===== src/common/id_pkg.sv =====
`default_nettype none

package id_pkg;

	////////////////////////////////////////
	// sizes
	////////////////////////////////////////

	localparam int WAYS      = 2;                    // instructions per bundle
	localparam int XLEN      = 32;
	localparam int ARF_SIZE  = 32;                   // architectural registers
	localparam int PRF_SIZE  = 64;                   // physical registers
	localparam int FREE_SIZE = PRF_SIZE - ARF_SIZE;  // free list depth
	localparam int ARN_W     = 5;
	localparam int PRN_W     = 6;
	localparam int FREE_W    = $clog2(FREE_SIZE);    // free list pointer
	localparam int CNT_W     = FREE_W + 1;           // count must reach FREE_SIZE

	localparam logic [XLEN-1:0] WFI_INST = 32'h1050_0073;

	////////////////////////////////////////
	// encodings
	////////////////////////////////////////

	// rv32 major opcodes
	typedef enum logic [6:0] {
		OPC_LUI    = 7'b0110111,
		OPC_AUIPC  = 7'b0010111,
		OPC_JAL    = 7'b1101111,
		OPC_JALR   = 7'b1100111,
		OPC_BRANCH = 7'b1100011,
		OPC_LOAD   = 7'b0000011,
		OPC_STORE  = 7'b0100011,
		OPC_OP_IMM = 7'b0010011,
		OPC_OP     = 7'b0110011,
		OPC_SYSTEM = 7'b1110011
	} opcode_e;

	typedef enum logic [4:0] {
		ALU_ADD, ALU_SUB, ALU_SLT, ALU_SLTU, ALU_AND, ALU_OR, ALU_XOR,
		ALU_SLL, ALU_SRL, ALU_SRA, ALU_MUL, ALU_MULH, ALU_MULHSU, ALU_MULHU
	} alu_func_e;

	typedef enum logic [1:0] {OPA_RS1, OPA_PC, OPA_ZERO} opa_sel_e;

	typedef enum logic [2:0] {
		OPB_RS2, OPB_I_IMM, OPB_S_IMM, OPB_B_IMM, OPB_U_IMM, OPB_J_IMM
	} opb_sel_e;

	typedef enum logic {DEST_NONE, DEST_RD} dest_sel_e;

	// matches funct3[1:0] of loads and stores
	typedef enum logic [1:0] {MEM_BYTE, MEM_HALF, MEM_WORD} mem_size_e;

	////////////////////////////////////////
	// packets
	////////////////////////////////////////

	typedef struct packed {
		logic [XLEN-1:0] instruction;
		logic [XLEN-1:0] pc;
		logic [XLEN-1:0] npc;
		logic            valid;
	} if_id_packet_t;

	typedef struct packed {
		opa_sel_e  opa_sel;
		opb_sel_e  opb_sel;
		alu_func_e alu_func;
		dest_sel_e dest_sel;
		logic      rd_mem;
		logic      wr_mem;
		logic      cond_branch;
		logic      uncond_branch;
		logic      csr_op;
		logic      halt;
		logic      illegal;
		mem_size_e mem_size;
		logic      valid_inst;
	} decode_t;

	typedef struct packed {
		logic [XLEN-1:0]  pc;
		logic [XLEN-1:0]  npc;
		logic [XLEN-1:0]  instruction;
		opa_sel_e         opa_sel;
		opb_sel_e         opb_sel;
		alu_func_e        alu_func;
		logic             rd_mem;
		logic             wr_mem;
		logic             cond_branch;
		logic             uncond_branch;
		logic             csr_op;
		logic             halt;
		logic             illegal;
		mem_size_e        mem_size;
		logic             valid_inst;
		logic [PRN_W-1:0] dest_prn;
		logic [XLEN-1:0]  rs1_value;   // prn when not ready
		logic [XLEN-1:0]  rs2_value;
		logic             opa_ready;
		logic             opb_ready;
		logic             valid;
	} id_ex_packet_t;

	typedef struct packed {
		logic             valid;
		logic [PRN_W-1:0] prn;
		logic [XLEN-1:0]  data;
	} cdb_t;

	typedef struct packed {
		logic             valid;
		logic [ARN_W-1:0] arn;
		logic [PRN_W-1:0] prn;
	} retire_t;

endpackage

`default_nettype wire


===== src/rename/rename_table.sv =====
`default_nettype none

module rename_table import id_pkg::*; (
	input  wire logic                          clock,
	input  wire logic                          rst,
	input  wire logic                          except,
	input  wire logic [WAYS-1:0][1:0][ARN_W-1:0] src_arn,
	input  wire logic [WAYS-1:0][ARN_W-1:0]    dest_arn,
	input  wire logic [WAYS-1:0]               dest_req,
	input  wire cdb_t [WAYS-1:0]               cdb,
	input  wire retire_t [WAYS-1:0]            retire,
	output logic [WAYS-1:0][1:0][PRN_W-1:0]    src_prn,
	output logic [WAYS-1:0][1:0]               src_ready,
	output logic [WAYS-1:0][PRN_W-1:0]         dest_prn,
	output logic                               stall
);

	logic [PRN_W-1:0]    rat [ARF_SIZE];        // speculative map
	logic [PRN_W-1:0]    rrat [ARF_SIZE];       // retired map
	logic [PRN_W-1:0]    free_list [FREE_SIZE];
	logic [FREE_W-1:0]   head;                  // next prn to hand out
	logic [FREE_W-1:0]   tail;                  // next slot for a freed prn
	logic [CNT_W-1:0]    count;
	logic [PRF_SIZE-1:0] ready;

	logic [CNT_W-1:0]             n_req, n_pop, n_push;
	logic [WAYS-1:0]              alloc;
	logic [WAYS-1:0][PRN_W-1:0]   freed;
	logic [WAYS-1:0][FREE_W-1:0]  push_ptr;
	logic [FREE_W-1:0]            tail_next;
	logic [PRN_W-1:0]             rrat_next [ARF_SIZE];

	// source lookups, no cdb bypass
	always_comb begin
		for (int w = 0; w < WAYS; w++) begin
			for (int s = 0; s < 2; s++) begin
				src_prn[w][s]   = rat[src_arn[w][s]];
				src_ready[w][s] = ready[rat[src_arn[w][s]]];
			end
		end
	end

	////////////////////////////////////////
	// allocation, way 0 pops first
	////////////////////////////////////////

	always_comb begin
		logic [FREE_W-1:0] ptr;
		ptr   = head;
		n_req = '0;
		for (int w = 0; w < WAYS; w++) begin
			dest_prn[w] = free_list[ptr];
			if (dest_req[w]) begin
				ptr   = ptr + FREE_W'(1);
				n_req = n_req + CNT_W'(1);
			end
		end
		stall = (n_req > count);
		alloc = (stall || except) ? '0 : dest_req;
		n_pop = (stall || except) ? '0 : n_req;
	end

	// retirement, a later way sees an earlier way's update of the same arn
	always_comb begin
		logic [FREE_W-1:0] ptr;
		ptr    = tail;
		n_push = '0;
		for (int a = 0; a < ARF_SIZE; a++)
			rrat_next[a] = rrat[a];
		for (int w = 0; w < WAYS; w++) begin
			freed[w]    = rrat_next[retire[w].arn];  // old mapping goes back
			push_ptr[w] = ptr;
			if (retire[w].valid) begin
				rrat_next[retire[w].arn] = retire[w].prn;
				ptr    = ptr + FREE_W'(1);
				n_push = n_push + CNT_W'(1);
			end
		end
		tail_next = ptr;
	end

	always_ff @(posedge clock) begin
		if (rst) begin
			for (int a = 0; a < ARF_SIZE; a++) begin
				rat[a]  <= PRN_W'(a);
				rrat[a] <= PRN_W'(a);
			end
			for (int i = 0; i < FREE_SIZE; i++)
				free_list[i] <= PRN_W'(ARF_SIZE + i);
			head  <= '0;
			tail  <= '0;
			count <= CNT_W'(FREE_SIZE);
			ready <= '1;
		end else begin
			for (int a = 0; a < ARF_SIZE; a++)
				rrat[a] <= rrat_next[a];
			for (int w = 0; w < WAYS; w++) begin
				if (retire[w].valid)
					free_list[push_ptr[w]] <= freed[w];
			end
			tail <= tail_next;
			if (except) begin
				// every in-flight prn sits between tail and head, so the ring is full again
				for (int a = 0; a < ARF_SIZE; a++)
					rat[a] <= rrat_next[a];
				ready <= '1;
				head  <= tail_next;
				count <= CNT_W'(FREE_SIZE);
			end else begin
				for (int w = 0; w < WAYS; w++) begin
					if (cdb[w].valid)
						ready[cdb[w].prn] <= 1'b1;
				end
				for (int w = 0; w < WAYS; w++) begin
					if (alloc[w]) begin
						rat[dest_arn[w]]    <= dest_prn[w];  // way 1 wins on equal rd
						ready[dest_prn[w]]  <= 1'b0;         // overrides cdb
					end
				end
				head  <= head + n_pop[FREE_W-1:0];
				count <= count - n_pop + n_push;
			end
		end
	end

endmodule

`default_nettype wire


===== config.mk =====
export PLATFORM = sky130hd
export DESIGN_NAME = rename_table
export DESIGN_NICKNAME = d
export VERILOG_FILES = /design/src/common/id_pkg.sv /design/src/rename/rename_table.sv
export SDC_FILE = /design/constraint.sdc
export NUM_CORES = 2
export LEC_CHECK = 0
export BUFFER_PORTS_ARGS = -buffer_cell sky130_fd_sc_hd__buf_2
export CORE_ASPECT_RATIO = 0.8
export CORE_MARGIN = 2
export CORE_UTILIZATION = 58
export DETAILED_ROUTE_END_ITERATION = 8
export HOLD_SLACK_MARGIN = 0.12
export PLACE_DENSITY = 0.79
export SYNTH_ARGS = -nofsm -noshare
export SYNTH_HDL_FRONTEND = slang
export SYNTH_SLANG_ARGS = --single-unit

===== constraint.sdc =====
create_clock -name clock -period 5.2 [get_ports clock]
set_input_delay 1.3 -clock clock [delete_from_list [all_inputs] [get_ports clock]]
set_output_delay 1.3 -clock clock [all_outputs]
set_load 0.05 [all_outputs]

==> out/results.tsv <==
metric	value	unit
failed_checks	negative setup slack	
dp_hpwl	147000	um
synthCells	4865	
yosysTopAreaCellShare	23.7	%
grt_max_degree	157	
synth_common_cells	nor2_1, mux4_2, edfxtp_1, mux2i_1, nand2_1	
ys.warnings.count	0	
die_area	86200	sq um
power	16.2	mW
rsz0062_at_grt	yes	
fmax	179	MHz
worstPathArrival	4280	ps
drt-total-wl	207000	um
area_delta_synth_final	15.1	%
ys_seq_elements	656	
via_count	47912	
die_y	263	um
synthDistinctLibCells	84	
grtUsageTotal	46.7	%
finalSetupViolations	5	
hold_class	register to register	
fin_cells	6142	
root_buffer	clkbuf_16	
clk_latency	670	ps
cts_tree	built	
dp_cells	5953	
antenna_found_initial	18	
use_met2	63.5	%
grt_remaining_overflow	0	
yosysSeqAreaShare	34.9	%
fin_nets	5133	
busiest_layer	met2	
synth_area	48600	sq um
htreeDepth	3	
synthesis.nets	5028	
numCtsBuffers	69	
grt_pass1_vias	44388	
rr_startpoint	head[1]	
io_pins	178	
via_per_inst	7.80	
fillers	6121	
port_buffers	113	
cts_hold_buf	0	
cts.sinks	656	
drt-wirelength-per-cell	33.7	um
max-vdd-ir-drop	0.298	mV
tightest_slew	1090	ps
min_period	5580	ps
ys_async_sr_fraction	0	%
reg2reg_slack	980	ps
gp_congestion	1.05	
yosysMostFrequentCell	nor2_1	
reg2regPathDepth	11	
r2r_end	ready[1]	
fin_setup_tns	-1380	ps
yosys.area.top_type	edfxtp_1	
path_clk_slew	60	ps
worst_slack	-382	ps
grtUsageMet1	61.3	%
skew	36.5	ps
synth_edf_count	384	
hold_violations	0	
route.detailed.drc	0	
grt_pass1_wl	298000	um
core_area	82700	sq um
finalCritPeriodShare	107	%
initial_core_util	58.8	%
cp-end-kind	output pin	
maxCapViolations	0	
clockBufferDepth	3	
whs	614	ps
relSlewSlack	26.8	%
grtUsageMet3	20.2	%
startpoint	src_arn[1]	
endpoint	src_ready[0]	
syn_area_per_cell	9.99	sq um
drtPass1Iterations	9	
die_x	328	um
crit_fanout	14	
cp.required	3900	ps
power_density	290	nW/um^2
ys.flop_type	edfxtp_1	
rows	94	
path_class	input port to output pin	
drive_above_1_share	27.0	%
status	finished with violations	
cp-start-kind	input port	
ant_nets	0	
drv_slew	0	
p_leak	19.5	nW
dr.first_iter.drc_count	10642	
synth_area_leaders	edfxtp_1, mux4_2, dfxtp_1	
-- kinds of logic after synthesis --
group / count (synthesis) / synth area share [%]
adders and majority gates: 26 / 0.716
xor gates and xnor gates: 20 / 0.360
and+or+nand+nor: 1579 / 15.4
AOI/OAI and AO/OA: 1235 / 15.9
buffers and inverters: 508 / 4.43
muxes: 841 / 28.3
DFF: 656 / 34.9
-- cell type report --
| type | count | area (sq um) | area share [%] |
|---|---|---|---|
| Antenna cell | 13 | 32.5 | 0.0581 |
| Sequential cell | 656 | 17000 | 30.3 |
| Clock inverter | 42 | 430 | 0.769 |
| Tap cell | 1104 | 1380 | 2.47 |
| Clock buffer | 84 | 1840 | 3.30 |
| Multi-Input combinational cell | 3701 | 30500 | 54.4 |
| Timing Repair Buffer | 499 | 4660 | 8.33 |
| Inverter | 43 | 170 | 0.304 |
-- critical path, stage by stage --
cell       delay [ps]
buf_2             200
buf_12            160
buf_4             130
mux2i_1           300
a221oi_2          150
o21ai_0           360
a21boi_2          140
buf_12            170
buf_4             150
a2bb2oi_1         130
o21ai_0           160
nand4_1           330
a21oi_2           310
mux2i_4           110
buf_6             160
-- state kept, by name, summed over array words and instances, names as in the netlist --
| register | count |
|---|---|
| tail | 5 |
| ready | 64 |
| free_list | 192 |
| count | 6 |
| head | 5 |
| rat | 192 |
| rrat | 192 |
-- how the worst min path moves through the flow --
stage | startpoint | end | slack, ps | depth (start not counted)
after floorplan | ready[14] | ready[14] | 520 | 2
after global placement | count[0] | count[0] | 580 | 2
after detailed placement | count[0] | count[0] | 600 | 2
after CTS | ready[3] | ready[3] | 610 | 2
after global routing | ready[17] | ready[17] | 630 | 2
final | count[0] | count[0] | 610 | 2
-- through the flow --
step                util [%]  area (sq um)  setup slack [ps]
detailed placement      62.9         52000              -664
global placement        62.9         52000              -636
floorplan                  -         48900              -313
finish                  67.7         56000              -382
global route            67.7         55900              -402
CTS                     67.2         55500              -289
-- power by group --
part	internal, mW	switching [mW]	total, mW
clock network	2.90	2.31	5.21
logic	1.82	3.35	5.17
registers	5.66	0.193	5.85
-- layer usage --
layer | vias to the layer above | routed length (um)
met4 | 20 | 17500
met2 | 5342 | 81800
met5 | - | 579
met3 | 1229 | 38900
met1 | 22374 | 68400
li1 | 18947 | -
-- what timing repair did --
action | 4_1_cts | 5_1_grt
cloned | 11 | 1
buffers inserted | 33 | 6
setup endpoints to repair | 5 | 7
pin swaps | 32 | 19
gates resized for setup | 163 | 66
-- cells in the final DEF, fill, tap and decap left out, drive strengths merged, types with 9 or more instances in the layout --
cell type    n
nor2       621
buf        496
mux4       419
edfxtp     384
mux2i      378
nand2      363
a21oi      339
dfxtp      272
o21ai      256
o22ai      247
nand3      145
a22oi      135
nor2b      106
or2         85
clkbuf      85
a211oi      80
or3         54
nor3        53
mux2        44
inv         43
a2bb2oi     35
and2        31
a31oi       28
clkinv      27
nand3b      25
ha          23
a22o        22
nand2b      21
a221oi      19
o22a        14
nand4       14
nor4        14
diode       13
xor2        11
and3        11
nor3b       10
xnor2        9
(Power assumes the default switching activity.)
