$ cat src/common/id_pkg.sv
`default_nettype none

package id_pkg;

	////////////////////////////////////////
	// sizes
	////////////////////////////////////////

	localparam int WAYS      = 2;                    // instructions per bundle
	localparam int XLEN      = 32;
	localparam int ARF_SIZE  = 32;                   // architectural registers
	localparam int PRF_SIZE  = 64;                   // physical registers
	localparam int FREE_SIZE = PRF_SIZE - ARF_SIZE;  // free list depth
	localparam int ARN_W     = 5;
	localparam int PRN_W     = 6;
	localparam int FREE_W    = $clog2(FREE_SIZE);    // free list pointer
	localparam int CNT_W     = FREE_W + 1;           // count must reach FREE_SIZE

	localparam logic [XLEN-1:0] WFI_INST = 32'h1050_0073;

	////////////////////////////////////////
	// encodings
	////////////////////////////////////////

	// rv32 major opcodes
	typedef enum logic [6:0] {
		OPC_LUI    = 7'b0110111,
		OPC_AUIPC  = 7'b0010111,
		OPC_JAL    = 7'b1101111,
		OPC_JALR   = 7'b1100111,
		OPC_BRANCH = 7'b1100011,
		OPC_LOAD   = 7'b0000011,
		OPC_STORE  = 7'b0100011,
		OPC_OP_IMM = 7'b0010011,
		OPC_OP     = 7'b0110011,
		OPC_SYSTEM = 7'b1110011
	} opcode_e;

	typedef enum logic [4:0] {
		ALU_ADD, ALU_SUB, ALU_SLT, ALU_SLTU, ALU_AND, ALU_OR, ALU_XOR,
		ALU_SLL, ALU_SRL, ALU_SRA, ALU_MUL, ALU_MULH, ALU_MULHSU, ALU_MULHU
	} alu_func_e;

	typedef enum logic [1:0] {OPA_RS1, OPA_PC, OPA_ZERO} opa_sel_e;

	typedef enum logic [2:0] {
		OPB_RS2, OPB_I_IMM, OPB_S_IMM, OPB_B_IMM, OPB_U_IMM, OPB_J_IMM
	} opb_sel_e;

	typedef enum logic {DEST_NONE, DEST_RD} dest_sel_e;

	// matches funct3[1:0] of loads and stores
	typedef enum logic [1:0] {MEM_BYTE, MEM_HALF, MEM_WORD} mem_size_e;

	////////////////////////////////////////
	// packets
	////////////////////////////////////////

	typedef struct packed {
		logic [XLEN-1:0] instruction;
		logic [XLEN-1:0] pc;
		logic [XLEN-1:0] npc;
		logic            valid;
	} if_id_packet_t;

	typedef struct packed {
		opa_sel_e  opa_sel;
		opb_sel_e  opb_sel;
		alu_func_e alu_func;
		dest_sel_e dest_sel;
		logic      rd_mem;
		logic      wr_mem;
		logic      cond_branch;
		logic      uncond_branch;
		logic      csr_op;
		logic      halt;
		logic      illegal;
		mem_size_e mem_size;
		logic      valid_inst;
	} decode_t;

	typedef struct packed {
		logic [XLEN-1:0]  pc;
		logic [XLEN-1:0]  npc;
		logic [XLEN-1:0]  instruction;
		opa_sel_e         opa_sel;
		opb_sel_e         opb_sel;
		alu_func_e        alu_func;
		logic             rd_mem;
		logic             wr_mem;
		logic             cond_branch;
		logic             uncond_branch;
		logic             csr_op;
		logic             halt;
		logic             illegal;
		mem_size_e        mem_size;
		logic             valid_inst;
		logic [PRN_W-1:0] dest_prn;
		logic [XLEN-1:0]  rs1_value;   // prn when not ready
		logic [XLEN-1:0]  rs2_value;
		logic             opa_ready;
		logic             opb_ready;
		logic             valid;
	} id_ex_packet_t;

	typedef struct packed {
		logic             valid;
		logic [PRN_W-1:0] prn;
		logic [XLEN-1:0]  data;
	} cdb_t;

	typedef struct packed {
		logic             valid;
		logic [ARN_W-1:0] arn;
		logic [PRN_W-1:0] prn;
	} retire_t;

endpackage

`default_nettype wire

$ cat src/hdl/decoder.sv
`default_nettype none

module decoder import id_pkg::*; (
	input  wire if_id_packet_t packet,
	output decode_t            dec
);

	logic [XLEN-1:0] inst;
	opcode_e         opcode;
	logic [2:0]      funct3;
	logic [6:0]      funct7;

	assign inst   = packet.instruction;
	assign opcode = opcode_e'(inst[6:0]);
	assign funct3 = inst[14:12];
	assign funct7 = inst[31:25];

	always_comb begin
		// defaults are a nop, add with no destination
		dec.opa_sel       = OPA_RS1;
		dec.opb_sel       = OPB_RS2;
		dec.alu_func      = ALU_ADD;
		dec.dest_sel      = DEST_NONE;
		dec.rd_mem        = 1'b0;
		dec.wr_mem        = 1'b0;
		dec.cond_branch   = 1'b0;
		dec.uncond_branch = 1'b0;
		dec.csr_op        = 1'b0;
		dec.halt          = 1'b0;
		dec.illegal       = 1'b0;
		dec.mem_size      = MEM_BYTE;
		if (packet.valid) begin
			case (opcode)
				OPC_LUI: begin
					dec.dest_sel = DEST_RD;
					dec.opa_sel  = OPA_ZERO;
					dec.opb_sel  = OPB_U_IMM;
				end
				OPC_AUIPC: begin
					dec.dest_sel = DEST_RD;
					dec.opa_sel  = OPA_PC;
					dec.opb_sel  = OPB_U_IMM;
				end
				OPC_JAL: begin
					dec.dest_sel      = DEST_RD;
					dec.opa_sel       = OPA_PC;
					dec.opb_sel       = OPB_J_IMM;
					dec.uncond_branch = 1'b1;
				end
				OPC_JALR: begin
					dec.dest_sel      = DEST_RD;
					dec.opb_sel       = OPB_I_IMM;
					dec.uncond_branch = 1'b1;
					dec.illegal       = (funct3 != 3'b000);
				end
				OPC_BRANCH: begin
					dec.opa_sel     = OPA_PC;
					dec.opb_sel     = OPB_B_IMM;
					dec.cond_branch = 1'b1;
					dec.illegal     = (funct3[2:1] == 2'b01);  // 010 and 011 unused
				end
				OPC_LOAD: begin
					dec.dest_sel = DEST_RD;
					dec.opb_sel  = OPB_I_IMM;
					dec.rd_mem   = 1'b1;
					if (funct3[1:0] == 2'b11 || funct3 == 3'b110)
						dec.illegal = 1'b1;
					else
						dec.mem_size = mem_size_e'(funct3[1:0]);
				end
				OPC_STORE: begin
					dec.opb_sel = OPB_S_IMM;
					dec.wr_mem  = 1'b1;
					if (funct3[2] || funct3[1:0] == 2'b11)
						dec.illegal = 1'b1;
					else
						dec.mem_size = mem_size_e'(funct3[1:0]);
				end
				OPC_OP_IMM: begin
					dec.dest_sel = DEST_RD;
					dec.opb_sel  = OPB_I_IMM;
					casez ({funct7, funct3})
						10'b???????_000: dec.alu_func = ALU_ADD;
						10'b???????_010: dec.alu_func = ALU_SLT;
						10'b???????_011: dec.alu_func = ALU_SLTU;
						10'b???????_100: dec.alu_func = ALU_XOR;
						10'b???????_110: dec.alu_func = ALU_OR;
						10'b???????_111: dec.alu_func = ALU_AND;
						10'b0000000_001: dec.alu_func = ALU_SLL;  // shamt in rs2 field
						10'b0000000_101: dec.alu_func = ALU_SRL;
						10'b0100000_101: dec.alu_func = ALU_SRA;
						default:         dec.illegal  = 1'b1;
					endcase
				end
				OPC_OP: begin
					dec.dest_sel = DEST_RD;
					casez ({funct7, funct3})
						10'b0000000_000: dec.alu_func = ALU_ADD;
						10'b0100000_000: dec.alu_func = ALU_SUB;
						10'b0000000_001: dec.alu_func = ALU_SLL;
						10'b0000000_010: dec.alu_func = ALU_SLT;
						10'b0000000_011: dec.alu_func = ALU_SLTU;
						10'b0000000_100: dec.alu_func = ALU_XOR;
						10'b0000000_101: dec.alu_func = ALU_SRL;
						10'b0100000_101: dec.alu_func = ALU_SRA;
						10'b0000000_110: dec.alu_func = ALU_OR;
						10'b0000000_111: dec.alu_func = ALU_AND;
						10'b0000001_000: dec.alu_func = ALU_MUL;
						10'b0000001_001: dec.alu_func = ALU_MULH;
						10'b0000001_010: dec.alu_func = ALU_MULHSU;
						10'b0000001_011: dec.alu_func = ALU_MULHU;
						default:         dec.illegal  = 1'b1;  // divides land here
					endcase
				end
				OPC_SYSTEM: begin
					if (inst == WFI_INST)
						dec.halt = 1'b1;
					else if (funct3[1:0] != 2'b00)
						dec.csr_op = 1'b1;  // csrrw/s/c and immediate forms
					else
						dec.illegal = 1'b1;
				end
				default: dec.illegal = 1'b1;
			endcase
		end
		dec.valid_inst = packet.valid & ~dec.illegal;
	end

endmodule

`default_nettype wire

$ cat config.mk
export PLATFORM = sky130hd
export DESIGN_NAME = decoder
export DESIGN_NICKNAME = d
export VERILOG_FILES = /design/src/common/id_pkg.sv /design/src/hdl/decoder.sv
export SDC_FILE = /design/constraint.sdc
export NUM_CORES = 1
export LEC_CHECK = 0
export BUFFER_PORTS_ARGS = -buffer_cell sky130_fd_sc_hd__clkbuf_2
export CAP_MARGIN = 20
export CORE_ASPECT_RATIO = 1.5
export CORE_MARGIN = 2
export CORE_UTILIZATION = 27
export DETAILED_ROUTE_END_ITERATION = 16
export PLACE_DENSITY = 0.82
export SETUP_SLACK_MARGIN = 0.02
export SLEW_MARGIN = 20
export SYNTH_ARGS = -nofsm -noshare
export SYNTH_HDL_FRONTEND = slang
export SYNTH_SLANG_ARGS = --single-unit
$ cat constraint.sdc
create_clock -name vclk -period 1.8
set_input_delay 0.18 -clock vclk [all_inputs]
set_output_delay 0.18 -clock vclk [all_outputs]
set_load 0.02 [all_outputs]
==> flow_summary.json, run 1 <==
{
  "intPower_mw": 0.103,
  "required_ps": 1620,
  "endpoint_kind": "output pin",
  "nets": 287,
  "grt_max_degree": 17,
  "die-area_um2": 3090,
  "multi_input_area_um2": 722,
  "max_clock_freq_mhz": 470,
  "die_w_um": 46.1,
  "status": "complete, but fails checks",
  "grt_pass1_wl_mm": 4.47,
  "netlist_area_um2": 717,
  "final_common_cell": "clkbuf_2",
  "wl_per_cell_um": 13.7,
  "hold_path_class": "in -> out",
  "ys_seq_area_share_pct": 0,
  "globalRoute.busiestLayer": "met2",
  "hpwl_mm": 2.26,
  "final_cell_mix": "42 x clkbuf_2, 30 x buf_4, 13 x nor2_1",
  "start_util_pct": 28.9,
  "grt_antenna_before_repair": 0,
  "diodes": 0,
  "regArea_um2": 0,
  "grt-ovfl-total": 0,
  "switching_share_pct": 50.9,
  "setup_viol": 5,
  "seq_cell_count": 0,
  "period_share_pct": 118,
  "ant_nets": 0,
  "synthCells": 116,
  "power.total_mw": 0.209,
  "criticalPathCategory": "in -> out",
  "cts-hold-fix-buffers": 0,
  "track_usage_pct": 18.3,
  "maxCapViolations": 0,
  "die_h_um": 67.1,
  "syn_nets": 213,
  "startpoint_type": "primary input",
  "core_um2": 2480,
  "grt_use_met1_pct": 21.3,
  "fin_crit_ps": 2130,
  "yosysWarnings": 0,
  "gp_congestion": 1.06,
  "p_sw_mw": 0.106,
  "violations": "negative setup slack",
  "viasPerCell": 5.73,
  "p_per_area_nw_per_um2": 157,
  "syn_to_final_growth_pct": 85.3,
  "crit_fanout": 4,
  "p_seq_share_pct": 0,
  "rsz0062_at_grt": "true",
  "met2_usage_pct": 35.2,
  "final_core_util_pct": 53.6,
  "slew_viol_final": 0,
  "dr.first_iter.drc_count": 28,
  "ir_drop_mv": 0.104,
  "nClkBuffers": 0,
  "synthDistinctLibCells": 46,
  "comb_power_share_pct": 100.0,
  "io-pin-count": 118,
  "met3_usage_pct": 1.36,
  "drc": 0,
  "arrival_ps": 1950,
  "syn_avg_cell_area_um2": 6.18,
  "routed_wl_mm": 2.91,
  "leakage_nw": 0.596,
  "setup_ws_ps": -327,
  "hp-start": "packet[68]",
  "layout-drive-gt1-share_pct": 53.7,
  "portBuffers": 53,
  "fp-row-count": 22,
  "finalHoldViolCount": 0,
  "cp-startpoint": "packet[92]",
  "grt_pass1_vias": 1104,
  "nFillCells": 238,
  "via_count": 1215,
  "p_clk_share_pct": 0,
  "dr.pass1.iters": 4
}
==> cell usage after synthesis, types with 2 or more instances <==
| master | instances | area share (%) |
|---|---|---|
| nand2_1 | 6 | 3.1 |
| a21o_1 | 2 | 2.1 |
| o211ai_1 | 2 | 2.1 |
| nor3_1 | 8 | 5.6 |
| a221oi_1 | 2 | 2.4 |
| nand4b_1 | 2 | 2.4 |
| nand3_1 | 4 | 2.8 |
| a21oi_1 | 6 | 4.2 |
| nor3b_1 | 2 | 2.1 |
| buf_2 | 3 | 2.1 |
| nor4b_1 | 2 | 2.4 |
| clkbuf_1 | 7 | 3.7 |
| or3_1 | 3 | 2.6 |
| and4_1 | 2 | 2.4 |
| o21ai_0 | 3 | 2.1 |
| nor4_1 | 2 | 1.7 |
| inv_1 | 5 | 2.6 |
| o32ai_1 | 2 | 2.4 |
| or4_4 | 2 | 3.1 |
| a32oi_1 | 3 | 3.7 |
| nand2b_1 | 6 | 5.2 |
| nor2_1 | 15 | 7.9 |
| a211oi_1 | 2 | 2.1 |
| or2_1 | 3 | 2.6 |
==> worst max-delay path, stage by stage <==
cell	delay (ps)
clkbuf_2	80
or4_4	560
nor2_4	110
a2111oi_1	70
or4_4	510
o31a_1	270
clkbuf_8	160
==> path summary, 6_finish.rpt <==
path	end	depth (start not counted)	slack (ps)
worst max-delay path	dec[3]	7	-330
worst min-delay path	dec[16]	4	770
==> final cells by class <==
cell class	instances	share of cell area, %
inverter	5	1.41
tap	24	2.26
multi-input combinational	100	54.3
timing repair buffer	83	42.0
==> layer usage <==
metal / share of wire [%] / vias to the layer above / wire [µm]
met3: 6.3 / 4 / 183
met5: 0 / - / 0
met1: 42 / 559 / 1230
met2: 50 / 61 / 1470
met4: 1.1 / 0 / 33
li1: - / 591 / -
==> kinds of logic after synthesis <==
| group | share of synthesized area (%) |
|---|---|
| and+or+nand+nor | 58.3 |
| other | 0.523 |
| buffers and inverters | 9.42 |
| muxes | 3.14 |
| AOI/OAI and AO/OA | 28.6 |
==> through the flow <==
step	setup slack, ps	hold WS, ps	area, µm²	instances	setup TNS [ps]
2_1_floorplan	-163	491	738	116	-402
3_3_place_gp	-322	735	1170	207	-985
3_5_place_dp	-336	735	1170	207	-1050
4_1_cts	-336	751	1240	210	-1150
5_1_grt	-377	783	1330	212	-1480
6_report	-327	767	1330	212	-1080
==> power groups by stage <==
stage	Clock [mW]	Combinational, mW	Sequential [mW]
after floorplan	0	0.0959	0
after global placement	0	0.182	0
after detailed placement	0	0.186	0
after CTS	0	0.191	0
after global routing	0	0.227	0
final	0	0.209	0
==> what timing repair did <==
item / 4_1_cts / 5_1_grt
endpoints found under the setup margin: 6 / 8
buffers inserted: 4 / 4
pin swaps: 4 / 6
gates resized for setup: 12 / 31
Power figures use the tool's default switching activity.
==> run 2, diff against run 1 <==
- CELL_PAD_IN_SITES_DETAIL_PLACEMENT: not set -> 2
- CELL_PAD_IN_SITES_GLOBAL_PLACEMENT: not set -> 2
- CORE_UTILIZATION: 27 -> 10
- PLACE_DENSITY: 0.82 -> not set
- PLACE_DENSITY_LB_ADDON: not set -> 0.1
==> flow_summary.json, run 2 (synthesis results as in run 1) <==
{
  "start_util_pct": 10.4,
  "crit_fanout": 4,
  "portBuffers": 53,
  "drc": 0,
  "maxCapViolations": 0,
  "final_core_util_pct": 20.3,
  "fin_crit_ps": 2160,
  "seq_cell_count": 0,
  "endpoint_kind": "output pin",
  "routed_wl_mm": 4.20,
  "dr.first_iter.drc_count": 22,
  "diodes": 0,
  "required_ps": 1620,
  "final_cell_mix": "47 x clkbuf_2, 31 x buf_4, 15 x nor2_1",
  "setup_ws_ps": -357,
  "leakage_nw": 0.617,
  "dr.pass1.iters": 4,
  "criticalPathCategory": "in -> out",
  "viasPerCell": 4.47,
  "setup_viol": 5,
  "grt_antenna_before_repair": 0,
  "max_clock_freq_mhz": 464,
  "ant_nets": 0,
  "grt_pass1_vias": 1298,
  "layout-drive-gt1-share_pct": 54.2,
  "grt_max_degree": 17,
  "cts-hold-fix-buffers": 0,
  "hpwl_mm": 3.66,
  "io-pin-count": 118,
  "grt_pass1_wl_mm": 6.70,
  "syn_to_final_growth_pct": 94.9,
  "fp-row-count": 37,
  "p_per_area_nw_per_um2": 157,
  "nets": 289,
  "track_usage_pct": 10.5,
  "finalHoldViolCount": 0,
  "power.total_mw": 0.220,
  "die_w_um": 73.1,
  "period_share_pct": 120,
  "violations": "negative setup slack",
  "nFillCells": 831,
  "slew_viol_final": 0,
  "regArea_um2": 0,
  "final_common_cell": "clkbuf_2",
  "startpoint_type": "primary input",
  "core_um2": 6900,
  "hold_path_class": "in -> out",
  "die-area_um2": 7880,
  "nClkBuffers": 0,
  "status": "complete, but fails checks",
  "wl_per_cell_um": 15.7,
  "arrival_ps": 1980,
  "ir_drop_mv": 0.0623,
  "die_h_um": 108,
  "rsz0062_at_grt": "true",
  "via_count": 1197,
  "grt-ovfl-total": 0,
  "gp_congestion": 0.738
}
## run 2: cell types whose count changed in the layout (fill, tap and decap cells not counted), sizes merged
cell / delta
clkbuf: +5
buf: -3
## run 2: final cells by class
cell class / instances / area [µm²] / area share, %
Timing Repair Buffer: 85 / 548 / 39.2
Multi-Input combinational cell: 100 / 733 / 52.5
Tap cell: 78 / 97.6 / 6.98
Inverter: 5 / 18.8 / 1.34
## run 2: critical path, cell delays in order
cell and delay, ps:
clkbuf_2 80, or4_4 560, nor2_4 140, a2111oi_2 70, or4_4 510, o31a_1 310, buf_6 130
## run 2: repair_timing
| item | CTS | global route |
|---|---|---|
| buffers inserted | 1 | 1 |
| pin swaps | 3 | 2 |
| resized for setup | 12 | 14 |
| setup endpoints to repair | 11 | 10 |
## run 2: metal layers
metal / vias to the layer above / track usage (%) / routed length (µm)
met4: 0 / 0 / 0
li1: 588 / - / -
met1: 572 / 11.2 / 1580
met5: - / 0 / 0
met3: 0 / 0.562 / 185
met2: 37 / 22.6 / 2440
## run 2: where the power goes
group	switching, mW	leakage (nW)	internal (mW)
sequential	0	0	0
clock	0	0	0
combinational	0.115	0.617	0.105
## run 2: per-stage QoR
stage	TNS (ps)	hold slack [ps]	instances	instance area, µm²	setup slack [ps]
after global routing	-1870	865	268	1400	-410
after global placement	-1670	825	268	1290	-337
final	-1230	830	268	1400	-357
after CTS	-1400	842	268	1350	-343
after floorplan	-402	491	116	738	-163
after detailed placement	-1810	838	268	1290	-342
## run 2: final timing paths
path | to | cells past startpoint | from
min | dec[10] | 5 | packet[71]
max | dec[3] | 7 | packet[92]
==> run 3, diff against run 2 <==
- SETUP_SLACK_MARGIN: 0.02 -> not set
==> flow_summary.json, run 3 (synthesis results as in run 1) <==
{
  "dr.pass1.iters": 2,
  "grt-ovfl-total": 0,
  "required_ps": 1620,
  "met2_usage_pct": 22.5,
  "regArea_um2": 0,
  "comb_power_share_pct": 100.0,
  "diodes": 0,
  "grt_antenna_before_repair": 0,
  "hp-start": "packet[77]",
  "hold_depth": 4,
  "gp_congestion": 0.738,
  "nets": 289,
  "final_cell_mix": "48 x clkbuf_2, 32 x buf_4, 15 x nor2_1",
  "grt_max_degree": 17,
  "core_um2": 6900,
  "path_cells": "clkbuf_2 > or4_4 > nor2_4 > a2111oi_2 > or4_4 > o31a_1 > buf_6",
  "setup_ws_ps": -358,
  "rsz0062_at_grt": "true",
  "status": "complete, but fails checks",
  "die-area_um2": 7880,
  "power.total_mw": 0.217,
  "nFillCells": 830,
  "viasPerCell": 4.51,
  "fp-row-count": 37,
  "portBuffers": 53,
  "track_usage_pct": 10.5,
  "arrival_ps": 1980,
  "grt_pass1_wl_mm": 6.70,
  "holdPathEnd": "dec[2]",
  "grt_pass1_vias": 1300,
  "endpoint_kind": "output pin",
  "crit_fanout": 4,
  "switching_share_pct": 52.8,
  "layout-drive-gt1-share_pct": 53.7,
  "leakage_nw": 0.612,
  "p_per_area_nw_per_um2": 158,
  "final_core_util_pct": 20.0,
  "wl_per_cell_um": 15.8,
  "period_share_pct": 120,
  "grt_use_met1_pct": 11.3,
  "ir_drop_mv": 0.0591,
  "intPower_mw": 0.103,
  "setup_tns_ps": -1240,
  "hold_path_class": "in -> out",
  "ant_nets": 0,
  "dr.first_iter.drc_count": 14,
  "via_count": 1208,
  "fin_crit_ps": 2160,
  "startpoint_type": "primary input",
  "io-pin-count": 118,
  "globalRoute.busiestLayer": "met2",
  "seq_cell_count": 0,
  "p_seq_share_pct": 0,
  "cpMaxStageDelayCell": "or4_4",
  "drc": 0,
  "nClkBuffers": 0,
  "syn_to_final_growth_pct": 92.5,
  "max_stage_delay_ps": 560,
  "final_common_cell": "clkbuf_2",
  "start_util_pct": 10.4,
  "finalHoldViolCount": 0,
  "p_clk_share_pct": 0,
  "hpwl_mm": 3.66,
  "criticalPathCategory": "in -> out",
  "die_w_um": 73.1,
  "slew_viol_final": 0,
  "max_clock_freq_mhz": 463,
  "die_h_um": 108,
  "violations": "negative setup slack",
  "multi_input_area_um2": 728,
  "setup_viol": 5,
  "maxCapViolations": 0,
  "p_sw_mw": 0.115,
  "routed_wl_mm": 4.23,
  "crit_path_frequent_cell": "or4_4",
  "met3_usage_pct": 0.468
}
[run 3: cell counts in the layout (fill, tap and decap cells not counted)]
Identical to the previous run, type by type.
[run 3: power by group through the flow]
| stage | Sequential (mW) | Clock [mW] | Combinational, mW |
|---|---|---|---|
| after floorplan | 0 | 0 | 0.0959 |
| after global placement | 0 | 0 | 0.205 |
| after CTS | 0 | 0 | 0.217 |
| after detailed placement | 0 | 0 | 0.211 |
| after global routing | 0 | 0 | 0.241 |
| final | 0 | 0 | 0.217 |
[run 3: final cells by class]
type / count / share of cell area (%)
inverter: 5 / 1.36
multi-input combinational: 100 / 52.8
tap: 78 / 7.07
timing repair buffer: 85 / 38.8
[run 3: through the flow]
step,cells,setup WS (ps),cell area (µm²),hold WS [ps]
global route,268,-410,1380,859
floorplan,116,-163,738,491
finish,268,-358,1380,830
global placement,268,-337,1290,825
detailed placement,268,-342,1290,838
CTS,268,-343,1340,842
[run 3: worst max-delay path: cells and delay by family]
kind | cells | cell delay, ps
buffers and inverters | 2 | 210
AND/OR/NAND/NOR | 3 | 1210
AO/OA/AOI/OAI | 2 | 380
[run 3: worst max path at each step]
| stage | depth (start not counted) | from | endpoint |
|---|---|---|---|
| 6_report | 7 | packet[92] | dec[3] |
| 5_1_grt | 7 | packet[92] | dec[3] |
| 4_1_cts | 7 | packet[92] | dec[3] |
| 3_5_place_dp | 7 | packet[92] | dec[3] |
| 3_3_place_gp | 7 | packet[92] | dec[0] |
| 2_1_floorplan | 5 | packet[92] | dec[0] |
[run 3: layer usage]
metal  part of all wire (%)  up-vias  routed length, µm
met4                      0        0                  0
met1                     38      581               1600
met5                      0        -                  0
li1                       -      590                  -
met3                    4.3        0                182
met2                     58       37               2450
[run 3: repair_timing]
item / in CTS / in global routing
setup endpoints to repair: 11 / 10
gates resized for setup: 11 / 12
buffers inserted: 1 / 1
pin swaps: 2 / 2
hold buffers: 0 / 0
